===== config.mk =====
export PLATFORM = sky130hd
export DESIGN_NAME = pad_uart_top
export DESIGN_NICKNAME = d
export VERILOG_FILES = /design/src/hw/pad_uart_pkg.sv /design/src/hw/pad_scanner.sv /design/src/hw/button_event_encoder.sv /design/src/hw/uart_tx.sv /design/src/hw/pad_uart_top.sv
export SDC_FILE = /design/constraint.sdc
export NUM_CORES = 1
export LEC_CHECK = 0
export ABC_AREA = 1
export BUFFER_PORTS_ARGS = -buffer_cell sky130_fd_sc_hd__buf_2
export CAP_MARGIN = 20
export CORE_ASPECT_RATIO = 0.9
export CORE_UTILIZATION = 60
export DETAILED_ROUTE_END_ITERATION = 16
export GPL_ROUTABILITY_DRIVEN = 0
export HOLD_SLACK_MARGIN = 0.02
export PLACE_DENSITY = 0.77
export SYNTH_ARGS = -nofsm -noshare
export SYNTH_HDL_FRONTEND = slang
export SYNTH_HIERARCHICAL = 1
export SYNTH_SLANG_ARGS = --single-unit

===== constraint.sdc =====
create_clock -name clk -period 3.9 [get_ports clk]
set_input_delay 0.39 -clock clk [delete_from_list [all_inputs] [get_ports clk]]
set_output_delay 0.39 -clock clk [all_outputs]
set_load 0.01 [all_outputs]

===== src/hw/pad_uart_pkg.sv =====
// Shared widths, timing constants and types for the pad to UART bridge, imported by every block
package pad_uart_pkg;

    // Pad geometry and UART character size
    localparam int num_buttons = 12;
    localparam int byte_w      = 8;

    // UART frame is start bit, data bits and stop bit
    localparam int frame_w = byte_w + 2;

    // Cycles per UART bit, kept short so simulation stays fast
    localparam int clks_per_bit = 8;

    // Half period of the pad clock, also the length of the latch pulse
    localparam int pad_half = 4;

    // Idle cycles between the end of a scan and the next latch pulse
    localparam int scan_gap = 16;

    // Length of one full scan in cycles (108 with the values above)
    localparam int scan_cycles = pad_half + (num_buttons - 1) * 2 * pad_half + scan_gap;

    // Counter widths derived from the constants above
    localparam int phase_w     = $clog2(scan_gap);
    localparam int btn_idx_w   = $clog2(num_buttons);
    localparam int bit_time_w  = $clog2(clks_per_bit);
    localparam int frame_idx_w = $clog2(frame_w);

    // Bit i set means button i is held
    typedef logic [num_buttons-1:0] buttons_t;
    typedef logic [byte_w-1:0]      char_t;

    // Button 0 sends 'A', button i sends 'A' plus i
    localparam char_t char_base = 8'h41;

endpackage


===== src/hw/pad_scanner.sv =====
// Serial pad poller that drives latch and clock, shifts in twelve buttons and publishes them per scan
module pad_scanner (
    input  logic                  clk,
    input  logic                  reset,
    output logic                  pad_latch,
    output logic                  pad_clk,
    input  logic                  pad_data,
    output pad_uart_pkg::buttons_t buttons
);
    import pad_uart_pkg::*;

    // Latch pulse, low and high halves of the pad clock, then the idle gap
    typedef enum logic [1:0] {
        st_latch,
        st_low,
        st_high,
        st_gap
    } scan_state_t;

    scan_state_t           state;
    logic [phase_w-1:0]    phase;
    logic [btn_idx_w-1:0]  bit_idx;
    buttons_t              shift_q;
    logic                  scan_done;
    logic                  half_end;
    logic                  gap_end;
    logic                  last_bit;

    // Both pins decode straight from the state register
    assign pad_latch = (state == st_latch);
    assign pad_clk   = (state != st_low);

    assign half_end = (phase == phase_w'(pad_half - 1));
    assign gap_end  = (phase == phase_w'(scan_gap - 1));
    assign last_bit = (bit_idx == btn_idx_w'(num_buttons - 1));

    // Sequencer for one scan; starts in the gap so the pins come out of reset idle
    always_ff @(posedge clk or posedge reset) begin
        if (reset) begin
            state     <= st_gap;
            phase     <= '0;
            bit_idx   <= '0;
            scan_done <= 1'b0;
        end else begin
            phase     <= phase + 1'b1;
            scan_done <= 1'b0;
            case (state)
                st_latch: begin
                    // Button 0 was sampled in this last latch cycle
                    if (half_end) begin
                        phase   <= '0;
                        bit_idx <= btn_idx_w'(1);
                        state   <= st_low;
                    end
                end
                st_low: begin
                    if (half_end) begin
                        phase <= '0;
                        state <= st_high;
                    end
                end
                st_high: begin
                    if (half_end) begin
                        phase <= '0;
                        if (last_bit) begin
                            state     <= st_gap;
                            scan_done <= 1'b1;
                        end else begin
                            bit_idx <= bit_idx + 1'b1;
                            state   <= st_low;
                        end
                    end
                end
                default: begin
                    if (gap_end) begin
                        phase   <= '0;
                        bit_idx <= '0;
                        state   <= st_latch;
                    end
                end
            endcase
        end
    end

    // Pad data is active low, so each sample is inverted
    // Shifting in at the top leaves button 0 at bit 0 after twelve samples
    always_ff @(posedge clk) begin
        if (half_end && (state == st_latch || state == st_high)) begin
            shift_q <= {~pad_data, shift_q[num_buttons-1:1]};
        end
    end

    // Copy the whole scan at once so the encoder never sees a partial update
    always_ff @(posedge clk or posedge reset) begin
        if (reset) begin
            buttons <= '0;
        end else if (scan_done) begin
            buttons <= shift_q;
        end
    end

endmodule


===== src/hw/button_event_encoder.sv =====
// Turns new button presses into ASCII characters and hands them one at a time to the UART transmitter
module button_event_encoder (
    input  logic                   clk,
    input  logic                   reset,
    input  pad_uart_pkg::buttons_t buttons,
    input  logic                   tx_ready,
    output pad_uart_pkg::char_t    tx_data,
    output logic                   tx_valid
);
    import pad_uart_pkg::*;

    buttons_t             buttons_prev;
    buttons_t             pending;
    buttons_t             rise;
    buttons_t             pick_mask;
    logic [btn_idx_w-1:0] pick_idx;
    logic                 send;

    // A bit that is set now but was clear last cycle is a fresh press
    assign rise = buttons & ~buttons_prev;

    // Lowest pending index wins; scanning downward lets the lowest one overwrite
    always_comb begin
        pick_idx = '0;
        for (int i = num_buttons - 1; i >= 0; i--) begin
            if (pending[i]) begin
                pick_idx = btn_idx_w'(i);
            end
        end
    end

    assign pick_mask = buttons_t'(1) << pick_idx;

    // Skip the cycle right after a strobe, since tx_ready only drops one cycle later
    assign send = tx_ready && !tx_valid && (pending != '0);

    always_ff @(posedge clk or posedge reset) begin
        if (reset) begin
            buttons_prev <= '0;
            pending      <= '0;
            tx_valid     <= 1'b0;
        end else begin
            buttons_prev <= buttons;
            tx_valid     <= send;
            // New presses are ORed in after the clear, so they merge instead of getting lost
            if (send) begin
                pending <= (pending & ~pick_mask) | rise;
            end else begin
                pending <= pending | rise;
            end
        end
    end

    // Character for the chosen button, valid alongside the strobe
    always_ff @(posedge clk) begin
        if (send) begin
            tx_data <= char_base + char_t'(pick_idx);
        end
    end

endmodule


===== src/hw/uart_tx.sv =====
// 8N1 UART transmitter taking one byte per valid strobe while ready is high
module uart_tx (
    input  logic                clk,
    input  logic                reset,
    input  pad_uart_pkg::char_t tx_data,
    input  logic                tx_valid,
    output logic                tx_ready,
    output logic                uart_txd
);
    import pad_uart_pkg::*;

    logic                   busy;
    logic [bit_time_w-1:0]  bit_cnt;
    logic [frame_idx_w-1:0] bit_idx;
    logic                   bit_end;
    logic                   accept;

    // Remaining frame bits after the start bit: data LSB first, stop bit on top
    logic [byte_w:0]        shreg;

    assign tx_ready = ~busy;
    assign accept   = tx_valid && tx_ready;
    assign bit_end  = (bit_cnt == bit_time_w'(clks_per_bit - 1));

    always_ff @(posedge clk or posedge reset) begin
        if (reset) begin
            busy     <= 1'b0;
            bit_cnt  <= '0;
            bit_idx  <= '0;
            uart_txd <= 1'b1;
        end else if (accept) begin
            // Start bit goes out in the very next cycle
            busy     <= 1'b1;
            bit_cnt  <= '0;
            bit_idx  <= '0;
            uart_txd <= 1'b0;
        end else if (busy) begin
            bit_cnt <= bit_cnt + 1'b1;
            if (bit_end) begin
                bit_cnt <= '0;
                if (bit_idx == frame_idx_w'(frame_w - 1)) begin
                    // Stop bit is done and the line is already high
                    busy     <= 1'b0;
                    uart_txd <= 1'b1;
                end else begin
                    bit_idx  <= bit_idx + 1'b1;
                    uart_txd <= shreg[0];
                end
            end
        end
    end

    // Byte plus stop bit, loaded on accept and consumed one bit per bit time
    always_ff @(posedge clk) begin
        if (accept) begin
            shreg <= {1'b1, tx_data};
        end else if (busy && bit_end) begin
            shreg <= {1'b1, shreg[byte_w:1]};
        end
    end

endmodule


===== src/hw/pad_uart_top.sv =====
// Chip top that links the pad scanner, press encoder and UART transmitter to the pins
module pad_uart_top (
    input  logic clk,
    input  logic reset,
    output logic pad_latch,
    output logic pad_clk,
    input  logic pad_data,
    output logic uart_txd
);
    import pad_uart_pkg::*;

    // Debounced button state, updated once per scan
    buttons_t buttons;

    // Strobe handshake between encoder and transmitter
    char_t    tx_data;
    logic     tx_valid;
    logic     tx_ready;

    // Polls the pad and holds the latest full scan
    pad_scanner u_pad_scanner (
        .clk       (clk),
        .reset     (reset),
        .pad_latch (pad_latch),
        .pad_clk   (pad_clk),
        .pad_data  (pad_data),
        .buttons   (buttons)
    );

    // Queues new presses and emits one character per free transmitter slot
    button_event_encoder u_button_event_encoder (
        .clk      (clk),
        .reset    (reset),
        .buttons  (buttons),
        .tx_ready (tx_ready),
        .tx_data  (tx_data),
        .tx_valid (tx_valid)
    );

    // Serializes each character onto the line
    uart_tx u_uart_tx (
        .clk      (clk),
        .reset    (reset),
        .tx_data  (tx_data),
        .tx_valid (tx_valid),
        .tx_ready (tx_ready),
        .uart_txd (uart_txd)
    );

endmodule


== After elaboration in Yosys (flattened, before gate mapping) ==
Index checks and enable logic that the tools add are counted.

* Register bits: 85
* Bits of input ports: 3
* Word-level logic and storage cells: 109
* Output and inout bits: 3

* Shifts and indexed selects: 1
* Add/sub/neg operators: 5
* Bitwise logic cells: 9
* Equality and inequality tests: 13
* Multiplexer cells: 47
* Reductions and logical operators: 19

{| class="wikitable"
|+ Operators by type and width
! operator !! count
|-
| 4-bit two-way mux || 23
|-
| 12-bit AND || 2
|-
| 12-bit NOT || 2
|-
| 12-bit bitwise OR || 2
|-
| 8-bit two-way mux || 2
|-
| 4-bit by 1-bit adder with 4-bit output, second input constant || 3
|-
| 4-bit equality test, second input constant || 3
|-
| 12-bit two-way mux || 1
|-
| 4-bit case mux with 3 select lines || 1
|-
| 12-bit nonzero test || 1
|-
| 1-bit by 4-bit << shifter with 12-bit output, first input constant || 1
|-
| 1-bit two-way mux || 11
|-
| 2-bit two-way mux || 5
|-
| 2-bit by 1-bit inequality test with 1-bit output, second input constant || 5
|-
| 3-bit two-way mux || 3
|-
| 7-bit by 4-bit adder with 8-bit output, first input constant || 1
|-
| 2-bit case mux with 3 select lines || 1
|-
| 2-bit nonzero test || 3
|-
| 1-bit logical AND || 5
|-
| 5-bit AND reduction || 1
|-
| 4-bit by 2-bit equality test with 1-bit output, second input constant || 1
|-
| 4-bit AND reduction || 1
|-
| 4-bit nonzero test || 1
|-
| 3-bit by 1-bit adder with 3-bit output, second input constant || 1
|-
| 12 further kinds || 14
|}

== Longest topological paths before layout ==
Gate-level depths: netlist of run 1.

* Word-level depth: 17
* Mapped depth: 17
* Depth with buffers taken out: 17

== By module ==
The synthesis of run 1 kept the hierarchy.

{| class="wikitable"
|+ By module, submodules not included
! module !! instances !! seq. area each (sq um) !! cells each !! area an instance (sq um)
|-
| pad_scanner || 1 || 938.4 || 124 || 1524.0
|-
| button_event_encoder || 1 || 775.7 || 136 || 1321.3
|-
| uart_tx || 1 || 466.7 || 88 || 817.0
|}

== Worst setup path after synthesis of run 1 ==
Ideal clock, no wire load.

* Path kind: register -> register
* Start: register u_pad_scanner.state[0]
* End: register u_pad_scanner.shift_q[0], enable pin
* Data required time: 3.606 ns
* Setup slack: 2.299 ns
* Buffers on the path: 0
* Arrival time: 1.306 ns
* Cell stages (with the launch flop): 7
* Period minus slack after synthesis: 1.601 ns
* Cells stage by stage: dfstp_2 inv_1 ha_1 inv_2 nand2_2 nand2_1 inv_1

* Cells in the longest elaborated chain, start to end: 3
* Elaborated cells between the ends (all ways): 4
* Classes of those cells: eq/ne (1); reduce/logical (3)

{| class="wikitable"
|+ Ends and longest elaborated chain
! item !! RTL line !! RTL
|-
| from (decl) || pad_scanner.sv:20 || <nowiki>scan_state_t state;</nowiki>
|-
| from (signal assigned) || pad_scanner.sv:40 || <nowiki>state <= st_gap;</nowiki>
|-
| from (signal assigned) || pad_scanner.sv:53 || <nowiki>state <= st_low;</nowiki>
|-
| from (signal assigned) || pad_scanner.sv:59 || <nowiki>state <= st_high;</nowiki>
|-
| 2-bit logical NOT || - ||
|-
| named net pad_latch || pad_uart_top.sv:5 || <nowiki>output logic pad_latch,</nowiki>
|-
| 1-bit logical OR || pad_scanner.sv:88 || <nowiki>if (half_end && (state == st_latch || state == st_high)) begin</nowiki>
|-
| 1-bit logical AND || pad_scanner.sv:88 ||
|-
| to (signal assigned) || pad_scanner.sv:89 || <nowiki>shift_q <= {~pad_data, shift_q[num_buttons-1:1]};</nowiki>
|-
| to (decl) || pad_scanner.sv:23 || <nowiki>buttons_t shift_q;</nowiki>
|}

The timed path passes the listed nets, and every way through them passes these cells.
A chain may end at the register's enable or synchronous reset.

== Worst setup path after layout of run 1 ==
* Start: register u_pad_scanner.state[1]
* End: output port pad_clk

* Cells in the longest elaborated chain, start to end: 1

{| class="wikitable"
|+ Ends and longest elaborated chain
! item !! RTL line !! RTL
|-
| 2-bit by 1-bit inequality test with 1-bit output || pad_scanner.sv:31 || <nowiki>assign pad_clk = (state != st_low);</nowiki>
|-
| to (decl) || pad_uart_top.sv:6 || <nowiki>output logic pad_clk,</nowiki>
|}

Every way passes these cells.

==> impl_metrics.toml, run 1 <==
[yosys]
synth-edff-count = 25
synth_top_flop_cell = "dfrtp_1"
synth_top_family_by_area = "simple AND/OR/NAND/NOR gates"
yosysWarnings = 6
synth.area.top_cells = "dfrtp_1 (37%), edfxtp_1 (20%), nand2_1 (7.7%)"
synth_top_area_cell = "dfrtp_1"
synth_compound_area_frac = 0.0495
synth.most_common_cell = "nand2_1"
synth_xor_area_frac = 0.00478
synthTopCellsByCount = "nand2_1 (75), dfrtp_1 (54), inv_1 (43)"
synth_mux_area_frac = 0.0369
ys_types = 36
synth_top_area_share = 0.369
seq_area_frac_synth = 0.595
synth_area_um2 = 3660
synthSimpleGateAreaFrac = 0.188
synthAdderAreaFrac = 0.0512
synthCells = 348
syn_avg_cell_area_um2 = 10.5
synth-seq-cells = 82
async_flop_share = 0.695

[place]
hpwl_um = 3900
io_buffers = 5
dpl_cell_area_um2 = 3740
post-place-ws_ps = 2060

[detailed_routing]
ant_nets = 0
drc = 2
drt_wl_total_um = 5550
wl_per_cell_um = 12.7
first_pass_iters = 12
via_per_inst = 5.12
vias = 2237
first_iter_violations = 89

[status]
status = "complete, but fails checks"
failed_checks = "design-rule violations"

[clock_network]
clock_latency_ps = 350
cts_buffer_depth = 2
cts_buffers = 9
root_buffer = "clkbuf_8"
cts.clk_slew.worst_paths_ps = 80
cts_tree = "built"
htree_levels = 3
cts_sinks = 82

[worst_setup_path]
crit_chain = "inv_1 -> ha_1 -> inv_1 -> buf_2"
slowest_stage = "dfstp_2"
cpMostUsedCell = "inv_1"
cp-start-kind = "register"
critPathCaptureType = "primary output"
cp_max_fo = 6
crit_type = "reg2out"
slowest_delay_ps = 580
critical_path_required_ps = 3510
crit_arrival_ps = 1460

[final_layout]
final_area_um2 = 3970
antenna_cells = 0
finalNetCount = 380
fillers = 448
fin_util = 0.685
syn2layout_area_growth_pct = 8.37
drive_gt1_frac = 0.204

[timing]
max_freq_ghz = 0.539
fin_crit_sh = 0.475
finalCriticalPeriod_ps = 1850
clock-skew-final_ps = 7.00
rsz0062_at_grt = "false"
final-hold-violation-count = 0
setup_violations = 0
fin_ws_ps = 2050
slew_headroom = 0.401
tns_ps = 0
slew_violations = 0
tightest_slew_ps = 898

[global_routing]
antenna_found_initial = 0
track_usage = 0.204
grt_first_pass_wirelength_um = 10100
grt_pass1_vias = 2259
grt_max_degree = 26
grt_overflow = 0

[power_and_ir_drop]
p_seq_frac = 0.565
peakVddDrop_uv = 262
swShare = 0.201
cellLeakagePower_nw = 1.94
powerDensity_nw_per_um2 = 393
combPwrFrac = 0.009
power.switching_mw = 0.314
intPower_mw = 1.25
clkPwrFrac = 0.426

[die]
die_area_um2 = 6420
die_w_um = 84.4
die_y_um = 76.1
initial_utilization = 0.632
coreArea_um2 = 5790
rows = 26
ios = 6

[flow_run]
cap_violations = 0

[hold_path]
worstHoldPathType = "in2reg"
## power by group through the flow
stage | Combinational (mW) | Clock (mW) | Sequential (mW)
2_1_floorplan | 0.0115 | 0 | 0.899
3_3_place_gp | 0.0136 | 0 | 0.899
6_report | 0.0136 | 0.665 | 0.881
5_1_grt | 0.0171 | 0.716 | 0.881
3_5_place_dp | 0.0139 | 0 | 0.899
4_1_cts | 0.0146 | 0.684 | 0.881
## registers in the layout (all words and copies together) (netlist names)
signal / cells
u_pad_scanner/scan_done: 1
u_uart_tx/busy: 1
u_uart_tx/uart_txd: 1
u_pad_scanner/bit_idx: 4
u_pad_scanner/shift_q: 12
u_button_event_encoder/pending: 12
u_pad_scanner/phase: 4
u_button_event_encoder/buttons_prev: 12
u_uart_tx/bit_cnt: 3
u_uart_tx/bit_idx: 4
u_pad_scanner/buttons: 12
u_pad_scanner/state: 2
u_button_event_encoder/tx_data: 5
u_uart_tx/shreg: 8
u_button_event_encoder/tx_valid: 1
## metal layers
layer	share of wire	up-vias	routed length, um	track usage
met5	0	-	0	0
met4	0.016	0	89	0.0847
met3	0.028	9	155	0.0509
met2	0.46	28	2540	0.327
met1	0.50	1064	2760	0.269
li1	-	1136	-	-
## cells in the final DEF, fill, tap and decap left out, types with 2 or more instances in the layout
master / n
nand3_1: 18
o21ai_1: 21
or2_1: 2
nor2_4: 3
dfrtp_1: 54
ha_1: 15
nand2_4: 3
dfstp_2: 3
nand4_1: 5
conb_1: 4
clkinvlp_4: 2
o21ai_0: 4
inv_2: 15
nand2_1: 75
buf_2: 5
a21oi_1: 5
nand2_2: 8
nor2_2: 4
bufinv_16: 2
inv_1: 43
mux2_2: 12
nor2_1: 12
edfxtp_1: 25
clkbuf_8: 9
## final timing paths
check | startpoint | to | slack [ps] | depth (start not counted)
setup reg to reg | u_uart_tx/busy$_DFF_PP0_ | u_button_event_encoder/pending[4]$_DFF_PP0_ | 2070 | 8
min in group asynchronous | reset | u_uart_tx/bit_cnt[2]$_DFFE_PP0P_ | 570 | 3
hold / removal | pad_data | u_pad_scanner/shift_q[11]$_DFFE_PP_ | 270 | 2
max in group asynchronous | reset | u_button_event_encoder/buttons_prev[10]$_DFF_PP0_ | 2550 | 3
setup / recovery | u_pad_scanner/state[1]$_DFFE_PP1P_ | pad_clk | 2050 | 4
hold reg to reg | u_pad_scanner/buttons[3]$_DFFE_PP0P_ | u_button_event_encoder/buttons_prev[3]$_DFF_PP0_ | 410 | 0
## worst max-delay path: cells and delay by family, from the launching register on
kind,cells,cell delay [ps]
adder cells (fa/ha/maj),1,270
flip-flops,1,580
buffers and inverters,3,270
## kinds of logic after synthesis
kind of cell             count (synthesis)
other                                    2
adder cells (fa/ha/maj)                 15
flip-flops                              82
buffers and inverters                   64
AND/OR/NAND/NOR                        137
multiplexers                            12
AO/OA/AOI/OAI                           34
XOR/XNOR                                 2
## through the flow
step | hold WS [ps] | total power, mW | instances
floorplan | 217 | 0.911 | 350
finish | 270 | 1.56 | 437
CTS | 254 | 1.58 | 437
global placement | 384 | 0.913 | 420
detailed placement | 389 | 0.913 | 420
global route | 259 | 1.61 | 437
## timing repair
item / in CTS / in global routing
hold endpoints to repair: 8 / 0
endpoints found under the setup margin: 0 / 0
hold buffers: 1 / 0
setup buffers: 0 / 0
resized for setup: 0 / 0
## area by class of cell
class / instances / area (um^2) / area share
sequential: 82 / 2180 / 0.549
timing repair buffer: 6 / 35.0 / 0.00883
tap: 70 / 87.6 / 0.0221
inverter: 59 / 223 / 0.0561
multi-input combinational: 204 / 1220 / 0.309
clock buffer: 10 / 128 / 0.0322
clock inverter: 6 / 90.1 / 0.0227
(Power assumes the default switching activity.)
==> inputs of run 2 (changes only) <==
Settings changed: CORE_UTILIZATION 60 to 56, PLACE_DENSITY 0.77 to 0.75.
Clock period 3.9 ns to 1.65 ns, I/O delays scaled along.
==> run 2 against run 1 <==
Against the previous run: the run ends with negative setup slack left; cell area increased by 7.7%; critical path depth is 13 higher; sequential share of layout area down 3.9 points; clock power rose by 130%; via count increased by 5.0%; setup slack got worse by 2100 ps; power increased by 140%; largest cell class unchanged; highest routed layer unchanged.
==> impl_metrics.toml, run 2 (same netlist as run 1, synthesis figures left out) <==
[timing]
slew_violations = 0
setup_violations = 6
slew_headroom = 0.651
fin_ws_ps = -34.5
final-hold-violation-count = 0
rsz0062_at_grt = "true"
fin_crit_sh = 1.02
whs_ps = 271
max_freq_ghz = 0.594
tightest_slew_ps = 524
finalCriticalPeriod_ps = 1680
clock-skew-final_ps = 10.9
tns_ps = -91.2

[power_and_ir_drop]
cellLeakagePower_nw = 2.05
peakVddDrop_uv = 695
powerDensity_nw_per_um2 = 858
fin_total_pwr_mw = 3.67

[global_routing]
grt_first_pass_wirelength_um = 10500
grt_pass1_vias = 2331
track_usage = 0.203
antenna_found_initial = 0
grt_max_degree = 24
grt_overflow = 0

[worst_setup_path]
crit_arrival_ps = 1910
crit_type = "reg2reg"
cp_max_fo = 3
reg2reg_from = "u_button_event_encoder/pending[10]$_DFF_PP0_"
critical_path_required_ps = 1880
critPathCaptureType = "register"
cp-start-kind = "register"
startpoint = "u_button_event_encoder/pending[10]$_DFF_PP0_"

[detailed_routing]
maxUsedRoutingLayer = "met4"
met2_length_um = 3100
wl_met3_um = 160
drc = 0
first_pass_iters = 4
m1WireLength_um = 2800
wl_per_cell_um = 12.9
via_per_inst = 4.93
drt_wl_total_um = 6140
ant_nets = 0
first_iter_violations = 121
vias = 2349

[final_layout]
fillers = 476
syn2layout_area_growth_pct = 16.7
final_common_cell = "nand2_1"
final_cell_mix = "nand2_1 (71), dfrtp_1 (54), inv_1 (38)"
drive_gt1_frac = 0.301
antenna_cells = 0
final_area_um2 = 4280
instances_no_fill = 476
finalNetCount = 402

[die]
ios = 6
coreArea_um2 = 6220
initial_utilization = 0.589
die_w_um = 87.2
die_area_um2 = 6870
rows = 27
die_y_um = 78.7

[place]
io_buffers = 5
hpwl_um = 4110
dp.cells = 451
dpl_cell_area_um2 = 3870

[clock_network]
cts.clk_slew.worst_paths_ps = 90
cts_buffers = 9
cts_sinks = 82
clock_latency_ps = 340
cts_buffer_depth = 2
htree_levels = 3
root_buffer = "clkbuf_8"
cts_tree = "built"

[flow_run]
cap_violations = 0

[hold_path]
worstHoldPathType = "in2async"

[status]
failed_checks = "negative setup slack"
status = "complete, but fails checks"
[run 2: changes by cell type in the layout (fill, tap and decap cells not counted), moves of 3 or more]
cell	change
buf_4	+20
ha_1	-5
ha_4	+3
inv_1	-5
inv_2	+3
nand2_1	-4
o21ai_1	-3
o21ai_2	+4
[run 2: worst paths after layout]
path                                                                    end  slack [ps]  depth (start not counted)
max                             u_button_event_encoder/pending[1]$_DFF_PP0_         -30                         17
min                        u_button_event_encoder/buttons_prev[2]$_DFF_PP0_         270                          3
max reg2reg                     u_button_event_encoder/pending[1]$_DFF_PP0_         -30                         17
min reg2reg                     u_button_event_encoder/pending[3]$_DFF_PP0_         410                          1
max in group asynchronous       u_button_event_encoder/pending[2]$_DFF_PP0_         890                          4
min in group clk                u_button_event_encoder/pending[3]$_DFF_PP0_         410                          1
[run 2: per-stage QoR]
step,utilization,worst slack [ps]
finish,0.688,-34.5
global route,0.688,-175
CTS,0.667,-15.8
detailed placement,0.622,-19.5
global placement,0.622,19.1
floorplan,-,49.3
[run 2: critical path, cell delays in order, from the launching register on]
cell,delay [ps]
dfrtp_1,410
inv_1,60
nand2_1,40
nand2_1,50
nand2_1,50
nand2_1,50
nand2_1,50
nand2_1,50
nand2_1,50
nand2_1,70
nand2_2,80
nand2_2,100
nand2_4,50
inv_2,60
ha_4,140
nand2_4,60
o21ai_2,110
o21ai_1,90
[run 2: layout make-up]
| cell class | instances | area (um^2) | share of cell area |
|---|---|---|---|
| Multi-Input combinational cell | 204 | 1320 | 0.309 |
| Clock inverter | 7 | 97.6 | 0.0228 |
| Timing Repair Buffer | 28 | 215 | 0.0503 |
| Tap cell | 87 | 109 | 0.0255 |
| Sequential cell | 82 | 2180 | 0.510 |
| Clock buffer | 9 | 124 | 0.0290 |
| Inverter | 59 | 229 | 0.0536 |
[run 2: layer usage]
| layer | track usage | vias up |
|---|---|---|
| li1 | - | 1180 |
| met5 | 0 | - |
| met2 | 0.338 | 32 |
| met4 | 0.0820 | 0 |
| met1 | 0.257 | 1131 |
| met3 | 0.0447 | 6 |
[run 2: power by group]
group	total, mW	switching (mW)	internal, mW
registers	2.08	0	2.08
clock network	1.55	0.798	0.749
logic	0.0393	0.0308	0.00858
total	3.67	0.829	2.84
[run 2: what timing repair did]
item	CTS	global route
hold buffers	1	1
pin swaps	4	10
gates resized for setup	11	17
hold endpoints to repair	54	1
setup buffers	0	7
endpoints found under the setup margin	4	33
==> inputs of run 3 (changes only) <==
Clock period 1.65 ns to 1.35 ns, I/O delays scaled along.
==> run 3 against run 2 <==
Against the previous run: the run still ends with negative setup slack left; final cell count rose by 5.0%; via count up 7.6%; global-route usage up 1.4 points; cell area increased by 9.8%; clock power grew 11%; non-clock buffer count increased by 23.
==> impl_metrics.toml, run 3 (same netlist as run 1, synthesis figures left out) <==
[clock_network]
htree_levels = 3
clock_latency_ps = 350
cts_buffers = 9
cts_sinks = 82
cts_buffer_depth = 2
root_buffer = "clkbuf_8"
cts_tree = "built"
cts.clk_slew.worst_paths_ps = 80

[die]
rows = 27
ios = 6
coreArea_um2 = 6220
initial_utilization = 0.589
die_area_um2 = 6870
die_w_um = 87.2
die_y_um = 78.7

[final_layout]
ff_latch_area_um2 = 2180
syn2layout_area_growth_pct = 28.2
instances_no_fill = 500
drive_gt1_frac = 0.390
multi_input_area_um2 = 1520
fillers = 390
final_cell_mix = "nand2_1 (64), dfrtp_1 (54), inv_1 (35)"
final_common_cell = "nand2_1"
finalNetCount = 426
fin_util = 0.755
antenna_cells = 0

[detailed_routing]
wl_per_cell_um = 15.0
vias = 2527
ant_nets = 0
first_iter_violations = 115
via_per_inst = 5.05
first_pass_iters = 4
drt_wl_total_um = 7510
drc = 0

[place]
hpwl_um = 4140
io_buffers = 5
post-place-ws_ps = -338
dp.cells = 471

[timing]
tns_ps = -7660
fin_ws_ps = -409
setup_violations = 42
fin_crit_sh = 1.30
rsz0062_at_grt = "true"
final-hold-violation-count = 0
clock-skew-final_ps = 11.6
slew_violations = 0
finalCriticalPeriod_ps = 1760
max_freq_ghz = 0.568

[status]
status = "complete, but fails checks"
failed_checks = "negative setup slack"

[global_routing]
grt_use_met3 = 0.0499
met2_usage = 0.363
grt_overflow = 0
met1_usage = 0.275
antenna_found_initial = 0
track_usage = 0.217
grt-busiest-layer = "met2"
grt_max_degree = 26
grt_pass1_vias = 2452
grt_first_pass_wirelength_um = 11000

[power_and_ir_drop]
powerDensity_nw_per_um2 = 920
peakVddDrop_uv = 712
fin_total_pwr_mw = 4.32
cellLeakagePower_nw = 2.20

[worst_setup_path]
worstRegToRegCells = 17
critPathCaptureType = "register"
crit_arrival_ps = 1980
crit_type = "reg2reg"
r2r_slack_ps = -410
reg2reg_from = "u_button_event_encoder/pending[10]$_DFF_PP0_"
r2r-end = "u_button_event_encoder/pending[1]$_DFF_PP0_"
cp_max_fo = 3
critical_path_required_ps = 1570
cp-start-kind = "register"

[hold_path]
worstHoldPathType = "in2async"

[flow_run]
cap_violations = 0
==> run 3: cell count changes in the layout (fill, tap and decap cells not counted), moves of 3 or more <==
cell     delta
buf_4      +13
buf_6      +13
nand2_1     -7
ha_4        +6
ha_1        -5
inv_4       +5
nand2_8     +4
inv_1       -3
==> run 3: how the worst max path moves through the flow <==
stage | startpoint | end | cells after the start
2_1_floorplan | u_button_event_encoder/pending[9]$_DFF_PP0_ | u_button_event_encoder/tx_data[1]$_DFFE_PP_ | 14
3_3_place_gp | u_button_event_encoder/pending[10]$_DFF_PP0_ | u_button_event_encoder/pending[1]$_DFF_PP0_ | 17
5_1_grt | u_button_event_encoder/pending[10]$_DFF_PP0_ | u_button_event_encoder/pending[1]$_DFF_PP0_ | 17
4_1_cts | u_button_event_encoder/pending[10]$_DFF_PP0_ | u_button_event_encoder/pending[1]$_DFF_PP0_ | 17
3_5_place_dp | u_button_event_encoder/pending[10]$_DFF_PP0_ | u_button_event_encoder/pending[9]$_DFF_PP0_ | 17
6_report | u_button_event_encoder/pending[10]$_DFF_PP0_ | u_button_event_encoder/pending[1]$_DFF_PP0_ | 17
==> run 3: critical path: stages (launching register included) <==
cell and delay (ps):
dfrtp_1 400, inv_1 60, nand2_1 40, nand2_1 60, nand2_1 60, nand2_1 60, nand2_1 50, nand2_1 50
nand2_1 40, nand2_1 70, nand2_2 80, nand2_2 100, nand2_4 80, inv_4 60, ha_4 170, nand2_4 70
o21ai_1 120, o21ai_1 90
==> run 3: repair_timing <==
item,in CTS,in global routing
endpoints found under the hold margin,55,0
pin swaps,20,27
setup endpoints to repair,51,47
resized for setup,40,35
buffers inserted,7,5
hold buffers,2,0
cloned,1,0
==> run 3: layer usage <==
layer	routed length, um	up-vias
li1	-	1236
met1	3200	1241
met2	3940	36
met4	161	0
met5	0	-
met3	199	14
==> run 3: area by class of cell <==
cell class / count / area share
multi-input combinational: 204 / 0.323
inverter: 59 / 0.0533
timing repair inverter: 1 / 0.00240
clock buffer: 10 / 0.0272
clock inverter: 6 / 0.0144
sequential: 82 / 0.465
tap: 87 / 0.0232
timing repair buffer: 51 / 0.0914
==> run 3: power breakdown <==
part / leakage (nW) / switching [mW] / internal [mW] / total (mW)
registers: 0.992 / 0 / 2.55 / 2.55
logic: 1.12 / 0.0379 / 0.0105 / 0.0485
clock network: 0.0929 / 0.862 / 0.861 / 1.72
==> run 3: stage by stage <==
stage	area (um^2)	hold WS, ps
after global routing	4690	352
final	4690	326
after floorplan	3730	-37.8
after detailed placement	4080	135
after CTS	4510	300
after global placement	4080	135
